`src/verilog/core_pkg.sv`:
```
// ==========================================================
// Shared encodings for the register and operand datapath:
// sequencer select codes, operand size, ALU functions and the
// register-code union. Every RTL module imports this package.
// ==========================================================
package core_pkg;

    typedef enum logic [1:0] {
        SZ_BYTE, SZ_WORD, SZ_LONG
    } size_e;

    typedef enum logic [4:0] {
        A_RMUX, BC_RMUX, CR_RMUX, F_RMUX, PC_RMUX, RFP_RMUX, XSP_RMUX,
        SRC_RMUX, DST_RMUX,
        N3_RMUX,                        // low 3 bits of md
        ZERO_RMUX, ONE_RMUX, SPD_RMUX,  // constants, spd is the step size
        EA_RMUX, MD_RMUX
    } rmux_e;

    typedef enum logic [3:0] {
        NONE_LD, DST_LD, RFP_LD, MD_LD, A_LD, BC_LD, F_LD, SR_LD,
        PC_LD, XSP_LD, IFF_LD, DA_LD, OP2_LD, CR_LD
    } ld_e;

    typedef enum logic [2:0] {
        NONE_CC, SZHVN0C_CC, SZHVN1C_CC, N0C_CC, C_CC, SZV_CC, Z2V_CC
    } cc_e;

    typedef enum logic [2:0] {
        NONE_RAL, SRC_RAL, DST_RAL, XSRC_RAL, SWP_RAL
    } ral_e;

    typedef enum logic [1:0] {
        NONE_OPND, LD0_OPND, LD1_OPND, SWP_OPND
    } opnd_e;

    typedef enum logic [1:0] {
        NONE_FETCH, LOAD_FETCH, SHIFT8_FETCH
    } fetch_e;

    typedef enum logic [2:0] {
        ALU_ADD, ALU_SUB, ALU_AND, ALU_OR, ALU_XOR, ALU_PASS1
    } alu_e;

    // accumulator view, idx is {bank, slot}
    typedef struct packed {
        logic       is_ptr;
        logic       spare;
        logic [3:0] idx;
        logic [1:0] part;
    } acc_code_t;

    typedef struct packed {
        logic       is_ptr;
        logic [2:0] spare;
        logic [1:0] idx;
        logic [1:0] part;
    } ptr_code_t;

    // part picks the byte, or with its upper bit the halfword
    typedef union packed {
        acc_code_t acc;
        ptr_code_t ptr;
    } reg_code_u;

    localparam logic [1:0] XSP_IDX = 2'd3;  // stack pointer
    localparam logic [1:0] BC_SLOT = 2'd1;

    function automatic logic [31:0] size_mask(input size_e sz);
        case (sz)
            SZ_BYTE: return 32'h0000_00ff;
            SZ_WORD: return 32'h0000_ffff;
            default: return 32'hffff_ffff;
        endcase
    endfunction

    // bit index of the sign bit for a given operand size
    function automatic logic [4:0] size_top(input size_e sz);
        case (sz)
            SZ_BYTE: return 5'd7;
            SZ_WORD: return 5'd15;
            default: return 5'd31;
        endcase
    endfunction

endpackage

```
`src/verilog/core_alu.sv`:
```
// ==========================================================
// Combinational ALU working on the low 8, 16 or 32 bits of
// its operands. Returns the sized result and the raw s/z/h/v/c
// inputs consumed by the flag unit.
// ==========================================================
module core_alu import core_pkg::*; (
    input  logic [31:0] op0,
    input  logic [31:0] op1,
    input  alu_e        alu_op,
    input  size_e       size,
    output logic [31:0] rslt,
    output logic        si,
    output logic        zi,
    output logic        hi,
    output logic        vi,
    output logic        ci
);

    logic [31:0] mask;
    logic [31:0] a;
    logic [31:0] b;
    logic [32:0] wide;
    logic [4:0]  top;
    logic        is_add;
    logic        is_sub;

    always_comb begin
        mask   = size_mask(size);
        top    = size_top(size);
        a      = op0 & mask;
        b      = op1 & mask;
        is_add = (alu_op == ALU_ADD);
        is_sub = (alu_op == ALU_SUB);
        case (alu_op)
            ALU_ADD:   wide = {1'b0, a} + {1'b0, b};
            ALU_SUB:   wide = {1'b0, a} - {1'b0, b};  // borrow fills the upper bits
            ALU_AND:   wide = {1'b0, a & b};
            ALU_OR:    wide = {1'b0, a | b};
            ALU_XOR:   wide = {1'b0, a ^ b};
            ALU_PASS1: wide = {1'b0, b};
            default:   wide = '0;
        endcase
        rslt = wide[31:0] & mask;

        si = rslt[top];
        zi = (rslt == 32'd0);
        hi = (is_add || is_sub) && (a[4] ^ b[4] ^ rslt[4]);  // carry or borrow into bit 4
        ci = (is_add || is_sub) && wide[top + 1];
        if (is_add) begin
            vi = (a[top] == b[top]) && (rslt[top] != a[top]);
        end else if (is_sub) begin
            vi = (a[top] != b[top]) && (rslt[top] != a[top]);
        end else begin
            vi = 1'b0;
        end
    end

endmodule

```
`src/verilog/core_datapath.sv`:
```
// ==========================================================
// Top level of the register and operand datapath. All selects
// come from the microcode sequencer each cycle; the register
// block feeds op0/op1 to the ALU and writes rslt back.
// ==========================================================
module core_datapath import core_pkg::*; #(
    parameter int NUM_BANKS = 4
) (
    input  logic        clk,
    input  logic        rst,
    input  logic        cen,
    input  size_e       size,
    input  logic        sex,
    input  logic        zex,
    input  rmux_e       rmux_sel,
    input  ld_e         ld_sel,
    input  cc_e         cc_sel,
    input  ral_e        ral_sel,
    input  opnd_e       opnd_sel,
    input  fetch_e      fetch_sel,
    input  alu_e        alu_op,
    input  logic        alt_swap,
    input  logic [31:0] din,
    input  logic [23:0] ea,
    input  logic [31:0] cr,
    output logic [31:0] op0,
    output logic [31:0] op1,
    output logic [15:0] op2,
    output logic [23:0] pc,
    output logic [23:0] da,
    output logic [15:0] sr,
    output logic [31:0] rslt,
    output logic [7:0]  cra,
    output logic [31:0] crin,
    output logic        cr_we
);

    logic si;
    logic zi;
    logic hi;
    logic vi;
    logic ci;

    core_regs #(
        .NUM_BANKS (NUM_BANKS)
    ) regs_i (
        .*
    );

    core_alu alu_i (
        .*
    );

endmodule

```
`src/verilog/core_flags.sv`:
```
// ==========================================================
// Flag unit. Main and alternate s/z/h/v/n/c sets, the update
// rules selected by cc_sel, the interrupt mask and the upper
// byte of the status word. Loads from F or SR beat cc rules.
// ==========================================================
module core_flags import core_pkg::*; (
    input  logic        clk,
    input  logic        rst,
    input  logic        cen,
    input  cc_e         cc_sel,
    input  logic        alt_swap,
    input  logic        si,
    input  logic        zi,
    input  logic        hi,
    input  logic        vi,
    input  logic        ci,
    input  logic        f_ld,
    input  logic        sr_ld,
    input  logic        iff_ld,
    input  logic [15:0] wdata,
    input  logic [1:0]  rfp,
    output logic [7:0]  flag_byte,
    output logic [7:0]  sr_hi,
    output logic [2:0]  imask
);

    // positions inside the 6-bit flag vector
    localparam int FS = 5;
    localparam int FZ = 4;
    localparam int FH = 3;
    localparam int FV = 2;
    localparam int FN = 1;
    localparam int FC = 0;

    logic [5:0] main_f;
    logic [5:0] alt_f;
    logic [5:0] cur_f;
    logic [5:0] next_f;
    logic [5:0] load_f;

    assign load_f = {wdata[7:6], wdata[4], wdata[2:0]};  // s z . h . v n c

    always_comb begin
        cur_f  = alt_swap ? alt_f : main_f;  // cc acts on the set in use after the swap
        next_f = cur_f;
        case (cc_sel)
            SZHVN0C_CC: next_f = {si, zi, hi, vi, 1'b0, ci};
            SZHVN1C_CC: next_f = {si, zi, hi, vi, 1'b1, ci};
            N0C_CC:     next_f[FN:FC] = {1'b0, ci};
            C_CC:       next_f[FC] = ci;
            SZV_CC: begin
                next_f[FS] = si;
                next_f[FZ] = zi;
                next_f[FV] = vi;
            end
            Z2V_CC:     next_f[FV] = zi;
            default:    ;
        endcase
        if (f_ld || sr_ld) begin
            next_f = load_f;
        end
    end

    always_ff @(posedge clk or posedge rst) begin
        if (rst) begin
            main_f <= '0;
            alt_f  <= '0;
            imask  <= 3'd7;  // all interrupts masked
        end else if (cen) begin
            main_f <= next_f;
            if (alt_swap) begin
                alt_f <= main_f;
            end
            if (sr_ld) begin
                imask <= wdata[14:12];
            end else if (iff_ld) begin
                imask <= wdata[2:0];
            end
        end
    end

    assign flag_byte = {main_f[FS], main_f[FZ], 1'b0, main_f[FH], 1'b0,
                        main_f[FV], main_f[FN], main_f[FC]};
    assign sr_hi     = {1'b1, imask, 2'b10, rfp};

endmodule

```
`src/verilog/core_operand_mux.sv`:
```
// ==========================================================
// Operand selector. Picks the source named by the sequencer,
// aligns sized register reads to bit 0 and applies sign or
// zero extension up to 32 bits. Purely combinational.
// ==========================================================
module core_operand_mux import core_pkg::*; (
    input  rmux_e       rmux_sel,
    input  size_e       size,
    input  logic        sex,
    input  logic        zex,
    input  reg_code_u   sd_code,
    input  logic [31:0] sd_word,
    input  logic [31:0] a_word,
    input  logic [31:0] bc_word,
    input  logic [31:0] xsp_word,
    input  logic [31:0] md,
    input  logic [23:0] pc,
    input  logic [23:0] ea,
    input  logic [31:0] cr,
    input  logic [1:0]  rfp,
    input  logic [7:0]  flag_byte,
    input  logic [7:0]  sr_hi,
    output logic [31:0] rmux
);

    logic [31:0] raw;
    logic [31:0] mask;
    logic [4:0]  sh;
    logic        msb;

    always_comb begin
        mask = size_mask(size);
        case (size)
            SZ_BYTE: sh = {sd_code.acc.part, 3'b000};
            SZ_WORD: sh = {sd_code.acc.part[1], 4'b0000};
            default: sh = 5'd0;
        endcase

        case (rmux_sel)
            A_RMUX:    raw = a_word;
            BC_RMUX:   raw = bc_word;
            CR_RMUX:   raw = cr;
            F_RMUX:    raw = {16'd0, sr_hi, flag_byte};
            PC_RMUX:   raw = {8'd0, pc};
            RFP_RMUX:  raw = {30'd0, rfp};
            XSP_RMUX:  raw = xsp_word;
            SRC_RMUX,
            DST_RMUX:  raw = (sd_word >> sh) & mask;  // selected part lands at bit 0
            N3_RMUX:   raw = {29'd0, md[2:0]};
            ZERO_RMUX: raw = 32'd0;
            ONE_RMUX:  raw = 32'd1;
            SPD_RMUX:  raw = (size == SZ_BYTE) ? 32'd1 : (size == SZ_WORD) ? 32'd2 : 32'd4;
            EA_RMUX:   raw = {8'd0, ea};
            MD_RMUX:   raw = md & mask;
            default:   raw = 32'd0;
        endcase

        // extension works above the operand size only
        msb  = raw[size_top(size)];
        rmux = raw;
        if (sex) begin
            rmux = (raw & mask) | (~mask & {32{msb}});
        end else if (zex) begin
            rmux = raw & mask;
        end
    end

    // the sequencer never asks for both extensions at once
    always_comb begin
        ext_excl: assert (!(sex && zex))
            else $error("sex and zex both high");
    end

endmodule

```
`src/verilog/core_regs.sv`:
```
// ==========================================================
// Register block. Banked accumulators, pointer registers,
// code latches, md, pc, da and the operand latches. Sized
// write-back of rslt follows ld_sel; reads go through the
// operand mux and the flags live in the flag unit.
// ==========================================================
module core_regs import core_pkg::*; #(
    parameter int NUM_BANKS = 4  // 2 or 4
) (
    input  logic        clk,
    input  logic        rst,
    input  logic        cen,
    input  size_e       size,
    input  logic        sex,
    input  logic        zex,
    input  logic        alt_swap,
    input  rmux_e       rmux_sel,
    input  ld_e         ld_sel,
    input  cc_e         cc_sel,
    input  ral_e        ral_sel,
    input  opnd_e       opnd_sel,
    input  fetch_e      fetch_sel,
    input  logic [31:0] din,
    input  logic [23:0] ea,
    input  logic [31:0] cr,
    input  logic [31:0] rslt,
    input  logic        si,
    input  logic        zi,
    input  logic        hi,
    input  logic        vi,
    input  logic        ci,
    output logic [31:0] op0,
    output logic [31:0] op1,
    output logic [15:0] op2,
    output logic [23:0] pc,
    output logic [23:0] da,
    output logic [15:0] sr,
    output logic [7:0]  cra,
    output logic [31:0] crin,
    output logic        cr_we
);

    localparam int RFP_W  = (NUM_BANKS > 2) ? 2 : 1;
    localparam int ACC_N  = NUM_BANKS * 4;
    localparam int ACC_AW = RFP_W + 2;

    logic [31:0]       accs [ACC_N];
    logic [31:0]       ptrs [4];
    reg_code_u         src;
    reg_code_u         dst;
    reg_code_u         sd_code;
    reg_code_u         new_code;
    logic [31:0]       md;
    logic [31:0]       rmux;
    logic [31:0]       sd_word;
    logic [RFP_W-1:0]  rfp;
    logic [1:0]        rfp2;
    logic [ACC_AW-1:0] a_idx;
    logic [ACC_AW-1:0] bc_idx;
    logic [ACC_AW-1:0] sd_acc;
    logic [ACC_AW-1:0] dst_acc;
    logic [7:0]        flag_byte;
    logic [7:0]        sr_hi;

    // replace the addressed byte or halfword, or the whole word
    function automatic logic [31:0] merge(input logic [31:0] old, input logic [31:0] val,
                                          input size_e sz, input logic [1:0] part);
        logic [31:0] res;
        res = old;
        case (sz)
            SZ_BYTE: res[{part, 3'b000} +: 8] = val[7:0];
            SZ_WORD: res[{part[1], 4'b0000} +: 16] = val[15:0];
            default: res = val;
        endcase
        return res;
    endfunction

    assign rfp2    = 2'(rfp);
    assign a_idx   = {rfp, 2'd0};
    assign bc_idx  = {rfp, BC_SLOT};
    assign sd_code = (rmux_sel == DST_RMUX) ? dst : src;
    assign sd_acc  = sd_code.acc.idx[ACC_AW-1:0];
    assign dst_acc = dst.acc.idx[ACC_AW-1:0];
    assign sd_word = sd_code.acc.is_ptr ? ptrs[sd_code.ptr.idx] : accs[sd_acc];
    assign sr      = {sr_hi, flag_byte};

    // accumulator codes from md are taken relative to the current bank
    always_comb begin
        new_code = md[7:0];
        if (!new_code.acc.is_ptr) begin
            new_code.acc.idx[3:2] = rfp2;
        end
    end

    core_operand_mux mux_i (
        .rmux_sel  (rmux_sel),
        .size      (size),
        .sex       (sex),
        .zex       (zex),
        .sd_code   (sd_code),
        .sd_word   (sd_word),
        .a_word    (accs[a_idx]),
        .bc_word   (accs[bc_idx]),
        .xsp_word  (ptrs[XSP_IDX]),
        .md        (md),
        .pc        (pc),
        .ea        (ea),
        .cr        (cr),
        .rfp       (rfp2),
        .flag_byte (flag_byte),
        .sr_hi     (sr_hi),
        .rmux      (rmux)
    );

    core_flags flags_i (
        .clk       (clk),
        .rst       (rst),
        .cen       (cen),
        .cc_sel    (cc_sel),
        .alt_swap  (alt_swap),
        .si        (si),
        .zi        (zi),
        .hi        (hi),
        .vi        (vi),
        .ci        (ci),
        .f_ld      (ld_sel == F_LD),
        .sr_ld     (ld_sel == SR_LD),
        .iff_ld    (ld_sel == IFF_LD),
        .wdata     (rslt[15:0]),
        .rfp       (rfp2),
        .flag_byte (flag_byte),
        .sr_hi     (sr_hi),
        .imask     ()                   // already folded into sr_hi
    );

    always_ff @(posedge clk or posedge rst) begin
        if (rst) begin
            for (int i = 0; i < ACC_N; i++) begin
                accs[i] <= '0;
            end
            for (int i = 0; i < 4; i++) begin
                ptrs[i] <= '0;
            end
            src   <= '0;
            dst   <= '0;
            md    <= '0;
            pc    <= '0;
            da    <= '0;
            rfp   <= '0;
            op0   <= '0;
            op1   <= '0;
            op2   <= '0;
            cra   <= '0;
            crin  <= '0;
            cr_we <= 1'b0;
        end else if (cen) begin
            cr_we <= (ld_sel == CR_LD);  // one enabled cycle wide
            case (fetch_sel)
                LOAD_FETCH:   md <= din;
                SHIFT8_FETCH: md <= md >> 8;
                default:      ;
            endcase
            case (ral_sel)
                SRC_RAL:  src <= new_code;
                DST_RAL:  dst <= new_code;
                XSRC_RAL: src <= dst | 8'h04;  // neighbour register
                SWP_RAL: begin
                    src <= dst;
                    dst <= src;
                end
                default:  ;
            endcase
            case (opnd_sel)
                LD0_OPND: op0 <= rmux;
                LD1_OPND: op1 <= rmux;
                SWP_OPND: begin
                    op0 <= op1;
                    op1 <= op0;
                end
                default:  ;
            endcase
            case (ld_sel)
                DST_LD: begin
                    if (dst.ptr.is_ptr) begin
                        ptrs[dst.ptr.idx] <= merge(ptrs[dst.ptr.idx], rslt, size, dst.ptr.part);
                    end else begin
                        accs[dst_acc] <= merge(accs[dst_acc], rslt, size, dst.acc.part);
                    end
                end
                RFP_LD: rfp <= rslt[RFP_W-1:0];
                SR_LD:  rfp <= rslt[8 +: RFP_W];  // flags and imask load in flags_i
                MD_LD:  md  <= rslt;              // wins over a fetch
                A_LD:   accs[a_idx] <= merge(accs[a_idx], rslt, size, 2'd0);
                BC_LD:  accs[bc_idx][15:0] <= rslt[15:0];
                PC_LD:  pc  <= rslt[23:0];
                XSP_LD: ptrs[XSP_IDX] <= rslt;
                DA_LD:  da  <= rslt[23:0];
                OP2_LD: op2 <= rslt[15:0];
                CR_LD: begin
                    cra  <= md[7:0];
                    crin <= rslt;
                end
                default: ;
            endcase
        end
    end

    // a rising cr_we comes only from an enabled CR_LD and carries its data
    cr_we_pulse: assert property (@(posedge clk) disable iff (rst)
        $rose(cr_we) |-> $past(cen && ld_sel == CR_LD) && crin == $past(rslt))
        else $error("cr_we raised without a matching CR_LD write");

endmodule
```
`config.mk`:
```
export PLATFORM = sky130hd
export DESIGN_NAME = core_datapath
export DESIGN_NICKNAME = d
export VERILOG_FILES = /design/src/verilog/core_pkg.sv /design/src/verilog/core_alu.sv /design/src/verilog/core_datapath.sv /design/src/verilog/core_flags.sv /design/src/verilog/core_operand_mux.sv /design/src/verilog/core_regs.sv
export SDC_FILE = /design/constraint.sdc
export NUM_CORES = 2
export LEC_CHECK = 0
export BUFFER_PORTS_ARGS = -buffer_cell sky130_fd_sc_hd__buf_2
export CORE_MARGIN = 8
export CORE_UTILIZATION = 40
export CTS_BUF_LIST = sky130_fd_sc_hd__clkbuf_4
export DETAILED_ROUTE_END_ITERATION = 8
export SLEW_MARGIN = 0
export SYNTH_ARGS = -nofsm -noshare
export SYNTH_HDL_FRONTEND = slang
export SYNTH_SLANG_ARGS = --single-unit
```
`constraint.sdc`:
```
create_clock -name clk -period 39.4 [get_ports clk]
set_clock_uncertainty 0.2 [all_clocks]
set_input_delay 3.94 -clock clk [delete_from_list [all_inputs] [get_ports clk]]
set_output_delay 3.94 -clock clk [all_outputs]
set_load 0.01 [all_outputs]
```
* After elaboration in Yosys (flattened, before gate mapping)
Cells that the tools add are included.
Storage, ports and cells: register bits 874, output and inout port bits 217
Cells by class: add/sub/neg operators 5, order comparisons 12, equal/unequal tests 52, shifts and indexed selects 5, mux-type cells 94, bitwise operators 20, reduce and logical (&&, ||, !) cells 54
Operator list (count):
- 512-bit bitwise mux | 3
- 512-bit case mux with 3 select lines | 1
- 32-bit 2-to-1 mux | 26
- 32-bit binary-select mux with 4-bit select | 4
- 512-bit 2-to-1 mux | 1
- 32-bit case mux with 2 select lines | 7
- 32-bit case mux with 13 select lines | 1
- 32-bit demux with 4-bit select | 3
- 32-bit bitwise AND | 8
- 33-bit case mux with 6 select lines | 1
- 32-bit binary-select mux with 2-bit select | 2
- 128-bit bitwise mux | 1
- 32-bit bitwise mux | 4
- 32-bit demux with 2-bit select | 1
- 16-bit 2-to-1 mux | 4
- 32-bit bitwise OR | 2
- 8-bit 2-to-1 mux | 6
- 2-bit AND reduction | 17
- 32-bit by 32-bit adder with 33-bit output | 1
- 32-bit by 32-bit subtractor with 33-bit output | 1
- 32-bit logical NOT | 1
- 32-bit by 7-bit < comparator with 1-bit output (second input constant) | 1
- 32-bit NOT | 1
- 16-bit by 7-bit variable shift with 32-bit output (first input constant) | 1
- 55 further kinds | 144

* Longest topological paths before layout
word-level depth 16, depth in mapped cells 28, gate-level depth less buffers 23

* By module
A second synthesis with hierarchy kept.
Second synthesis, totals: cells, all modules 6488, area, all modules 59728.5 um^2
By module, submodules not included:
- core_regs | instances 1, cells an instance 5177, area each 50852.5 um^2, sequential area each 21495.6 um^2
- core_alu | instances 1, cells an instance 809, area each 5375.2 um^2, sequential area each 0.0 um^2
- core_operand_mux | instances 1, cells an instance 395, area each 2487.4 um^2, sequential area each 0.0 um^2
- core_flags | instances 1, cells an instance 107, area each 1013.5 um^2, sequential area each 379.1 um^2

* Worst setup path before layout
Ideal clock, no wire load.
path kind input to output, start input port alu_op[0], end output port rslt[13], data arrival time 8532 ps, data required time 35260 ps, setup slack 26728 ps, stages 23, path buffers 12, path through buf_2 -> buf_2 -> buf_2 -> buf_2 -> buf_2 -> buf_2 -> buf_2 -> clkbuf_1 -> nand2_1 -> clkbuf_1 -> nand2_1 -> xnor2_1 -> ha_1 -> clkbuf_1 -> and4_1 -> and3_1 -> o21ai_1 -> a21o_1 -> or4_1 -> and3_1 -> clkbuf_1 -> inv_2 -> clkbuf_1
On the way: cells in the longest elaborated chain, start to end 3, elaborated cells between the ends (all ways) 8
Ends and longest elaborated chain:
- start: declaration | RTL line core_datapath.sv:21 | input alu_e alu_op,
- 3-bit == test (tied with other cells) | RTL line core_alu.sv:34 | case (alu_op)
- 33-bit case mux with 6 select lines (*) | RTL line core_alu.sv:34
- 32-bit bitwise AND (*) | RTL line core_alu.sv:43 | rslt = wide[31:0] & mask;
- end: declaration | RTL line core_datapath.sv:32 | output logic [31:0] rslt,
Mark *: on every way between the ends. The rest lies on a longest branch, timed or not.

* Final worst setup path
start input port size[1], end output port rslt[25]
On the way: cells in the longest elaborated chain, start to end 6, elaborated cells between the ends (all ways) 12
Ends and longest elaborated chain:
- start: declaration | RTL line core_datapath.sv:12 | input size_e size,
- 2-bit by 1-bit == test with 1-bit output or 2-bit logical NOT (tied branches) | RTL line core_pkg.sv:70 | case (sz)
- 32-bit case mux with 2 select lines (*) | RTL line core_pkg.sv:70
- 32-bit bitwise AND (on tied branches) | RTL line core_alu.sv:30, core_alu.sv:31
- 32-bit by 32-bit subtractor with 33-bit output (tied with other cells) | RTL line core_alu.sv:36 | ALU_SUB: wide = {1'b0, a} - {1'b0, b};
- 33-bit case mux with 6 select lines | RTL line core_alu.sv:34
- 32-bit bitwise AND (*) | RTL line core_alu.sv:43
Marks and branches as above.

==> flow_summary.yaml <==
timing:
  clock.fmax_ghz: 0.07164
  tns_ns: 0
  setup_viol: 0
  hold_violations: 0
  report.final.slew_viol_count: 0
  layout_min_cycle_time_ns: 13.96
  rsz0062_at_grt: "false"
  slew_headroom_pct: 4.751
  post-route-period-util_pct: 35.43
  tightest_slew_ns: 1.425
  setup_ws_ns: 25.44
setup_path:
  required_ns: 35.26
  worstPathArrival_ns: 9.82
  endpoint_kind: "primary output"
  cp_max_fo: 39
  rr_startpoint: "regs_i.dst[2]"
  cp-start-kind: "input pin"
  crit_type: "input pin to primary output"
  crit_start: "size[1]"
grt:
  grt_busiest_layer: "met2"
  antenna_found_initial: 21
  grt-ovfl-total: 0
  grtUsageMet1_pct: 46.18
  grt_pass1_vias: 58329
  met2_usage_pct: 53.43
  grt_max_degree: 169
  grt_use_total_pct: 37.61
  grt_pass1_wl_mm: 442.3
  use_met3_pct: 15.74
synth:
  async_reset_ff_share_pct: 100.0
  ys_ff_latch: 872
  synth_edf_count: 0
  ys_seq_area_share_pct: 36.91
  synth_cell_types: 100
  syn-cell-area_um2: 59140
  synth_ff_type: "dfrtp_1"
  yosys_warnings: 0
  syn_inst: 7123
  avgSynthCellArea_um2: 8.302
routing:
  wl_per_cell_um: 33.38
  routed_via_density: 6.633
  drt_wl_total_mm: 316.1
  drt_first_pass_iters: 7
  drc: 0
  postRouteAntennaNets: 0
  drtIter0Drc: 9906
  vias: 62824
pwr:
  leakagePower_nw: 29.52
  power_density_nw_per_um2: 56.79
  peakVddDrop_uv: 40.30
cts:
  cts_sinks: 872
  post_cts_resized: 0
  cts.clk_slew.worst_paths_ns: 0.06
  clk_path_buf_depth: 3
  cts_root_buf: "clkbuf_4"
  clk_latency_ns: 1.39
  cts_buffers: 239
  cts_tree: "done"
  hold_buffers: 0
  h-tree-depth: 4
  cts_setup_buffers: 0
outcome:
  status: "finished, final reports clean"
hold_path:
  hold_start: "regs_i.crin[31]"
  holdCritPathClass: "flip-flop to flip-flop"
floorplan:
  core_um2: 147300
  start_util_pct: 40.14
  die_w_um: 400.5
  die_h_um: 400.5
  die_area_um2: 160400
  std_cell_rows: 141
  num_io_pins: 335
place:
  portBuffers: 329
  dp_slack_ns: 25.59
  gp_congestion: 1.014
  dp.final_hpwl_mm: 215.0
finish:
  nNetsFinal: 7541
  drive_gt1_share_pct: 19.53
  area_growth_pct: 12.28
flow_run:
  cap_violations: 0
cell usage in the layout, fill, tap and decap left out, drive strengths merged, types with 88 or more instances in the layout:
cell type  synthesis  layout
a211oi           127     127
a21oi            432     432
a22oi            151     151
a31oi             89      89
and3              88      88
buf              150     551
clkbuf           448     368
dfrtp            869     869
ha               102     102
inv              130     137
mux2             118     118
mux2i            135     135
mux4             249     249
nand2           1976    1976
nand3            185     185
nor2             444     444
o21ai            606     606
cell families (layout without fill, tap and decap cells):
logic type                 Yosys count  count (layout)  synth area share (%)
xor gates and xnor gates            47              47                0.6961
muxes                              502             502                 14.01
AOI/OAI and AO/OA                 1873            1873                 20.10
other                                2              32               0.01270
adders and majority gates          103             103                 2.192
and+or+nand+nor                   2994            2994                 21.24
buffers and inverters              730            1119                 4.839
DFF                                872             872                 36.91
cells in the mapped netlist, types with 23 or more instances:
cell type	number	area (um^2)
o21ai_0	591	2958
nor2_1	444	1667
mux4_2	249	5608
buf_2	79	395.4
xnor2_1	41	359.1
nor3_1	45	225.2
a211oi_1	126	945.9
nand2_1	1976	7417
ha_1	102	1276
o221ai_1	23	201.4
a21o_1	30	225.2
nand3_1	184	920.9
a222oi_1	27	270.3
mux2_2	118	1329
clkbuf_1	448	1682
buf_1	65	244.0
inv_1	124	465.5
nand2b_1	62	387.9
nand3b_1	27	202.7
a221oi_1	48	420.4
and2_1	27	168.9
a221o_1	23	230.2
a311oi_1	27	236.5
a31oi_1	89	556.8
nand4_1	23	143.9
o22ai_1	67	419.2
dfrtp_1	869	21750
a22oi_1	150	1126
a32o_1	23	230.2
a21oi_1	432	2162
and3_1	87	544.3
mux2i_1	135	1351
through the flow:
step	cells	util [%]	hold WS, ns	cell area (um^2)	power [mW]
final	9472	45.07	0.2718	66400	3.771
after detailed placement	9009	42.89	0.2585	63180	2.801
after floorplan	7126	-	0.2544	59150	2.084
after CTS	9445	45.03	0.2742	66330	3.679
after global routing	9452	45.04	0.2959	66350	3.875
after global placement	9009	42.89	0.2541	63180	2.785
state kept, by name, summed over array words and instances, names as in the netlist:
register / cells
regs_i.accs: 512
regs_i.cr_we: 1
regs_i.cra: 8
regs_i.crin: 32
regs_i.da: 24
regs_i.dst: 7
regs_i.flags_i.alt_f: 6
regs_i.flags_i.imask: 3
regs_i.flags_i.main_f: 6
regs_i.md: 32
regs_i.op0: 32
regs_i.op1: 32
regs_i.op2: 16
regs_i.pc: 24
regs_i.ptrs: 128
regs_i.rfp: 2
regs_i.src: 7
cell type report:
class,instances,area (um^2)
Multi-Input combinational cell,5524,35060
Tap cell,1930,2415
Antenna cell,27,67.56
Timing Repair Buffer,551,3366
Inverter,132,503.0
Sequential cell,872,21840
Fill cell,14443,80910
Clock buffer,368,2763
Clock inverter,68,385.4
metal layers:
metal / vias to the layer above / share of wire (%)
li1: 26026 / -
met4: 12 / 8.4
met5: - / 0.12
met2: 5008 / 41
met1: 30496 / 36
met3: 1282 / 14
path summary, 6_finish.rpt:
| kind | endpoint | slack (ns) | cells past startpoint |
|---|---|---|---|
| worst min register to register | regs_i.crin[31] | 0.27 | 2 |
| max in group asynchronous | regs_i.accs[500] | 33.96 | 4 |
| worst max register to register | regs_i.op0[5] | 30.66 | 14 |
| worst min-delay path | regs_i.crin[31] | 0.27 | 2 |
| worst max-delay path | rslt[25] | 25.44 | 19 |
| min in group asynchronous | regs_i.ptrs[92] | 2.53 | 2 |
power by group:
part	internal (mW)	switching [mW]	total (mW)
registers	1.04	0.203	1.24
clock network	0.444	0.438	0.882
logic	0.516	1.13	1.65
worst max-delay path, cell delays in order:
cell,delay (ns)
buf_4,0.45
or2_2,0.70
buf_4,0.54
o31ai_1,0.19
and2_1,0.21
and3_1,0.19
and2_1,0.25
a21oi_1,0.21
xnor2_1,0.09
ha_1,0.43
nand2_1,0.14
o21ai_0,0.15
a2111oi_0,0.67
nor2_1,0.16
a41oi_1,0.29
o211ai_1,0.12
o31ai_1,0.13
a22o_1,0.60
buf_2,0.24
No activity file was read; power rests on OpenSTA's default activity.
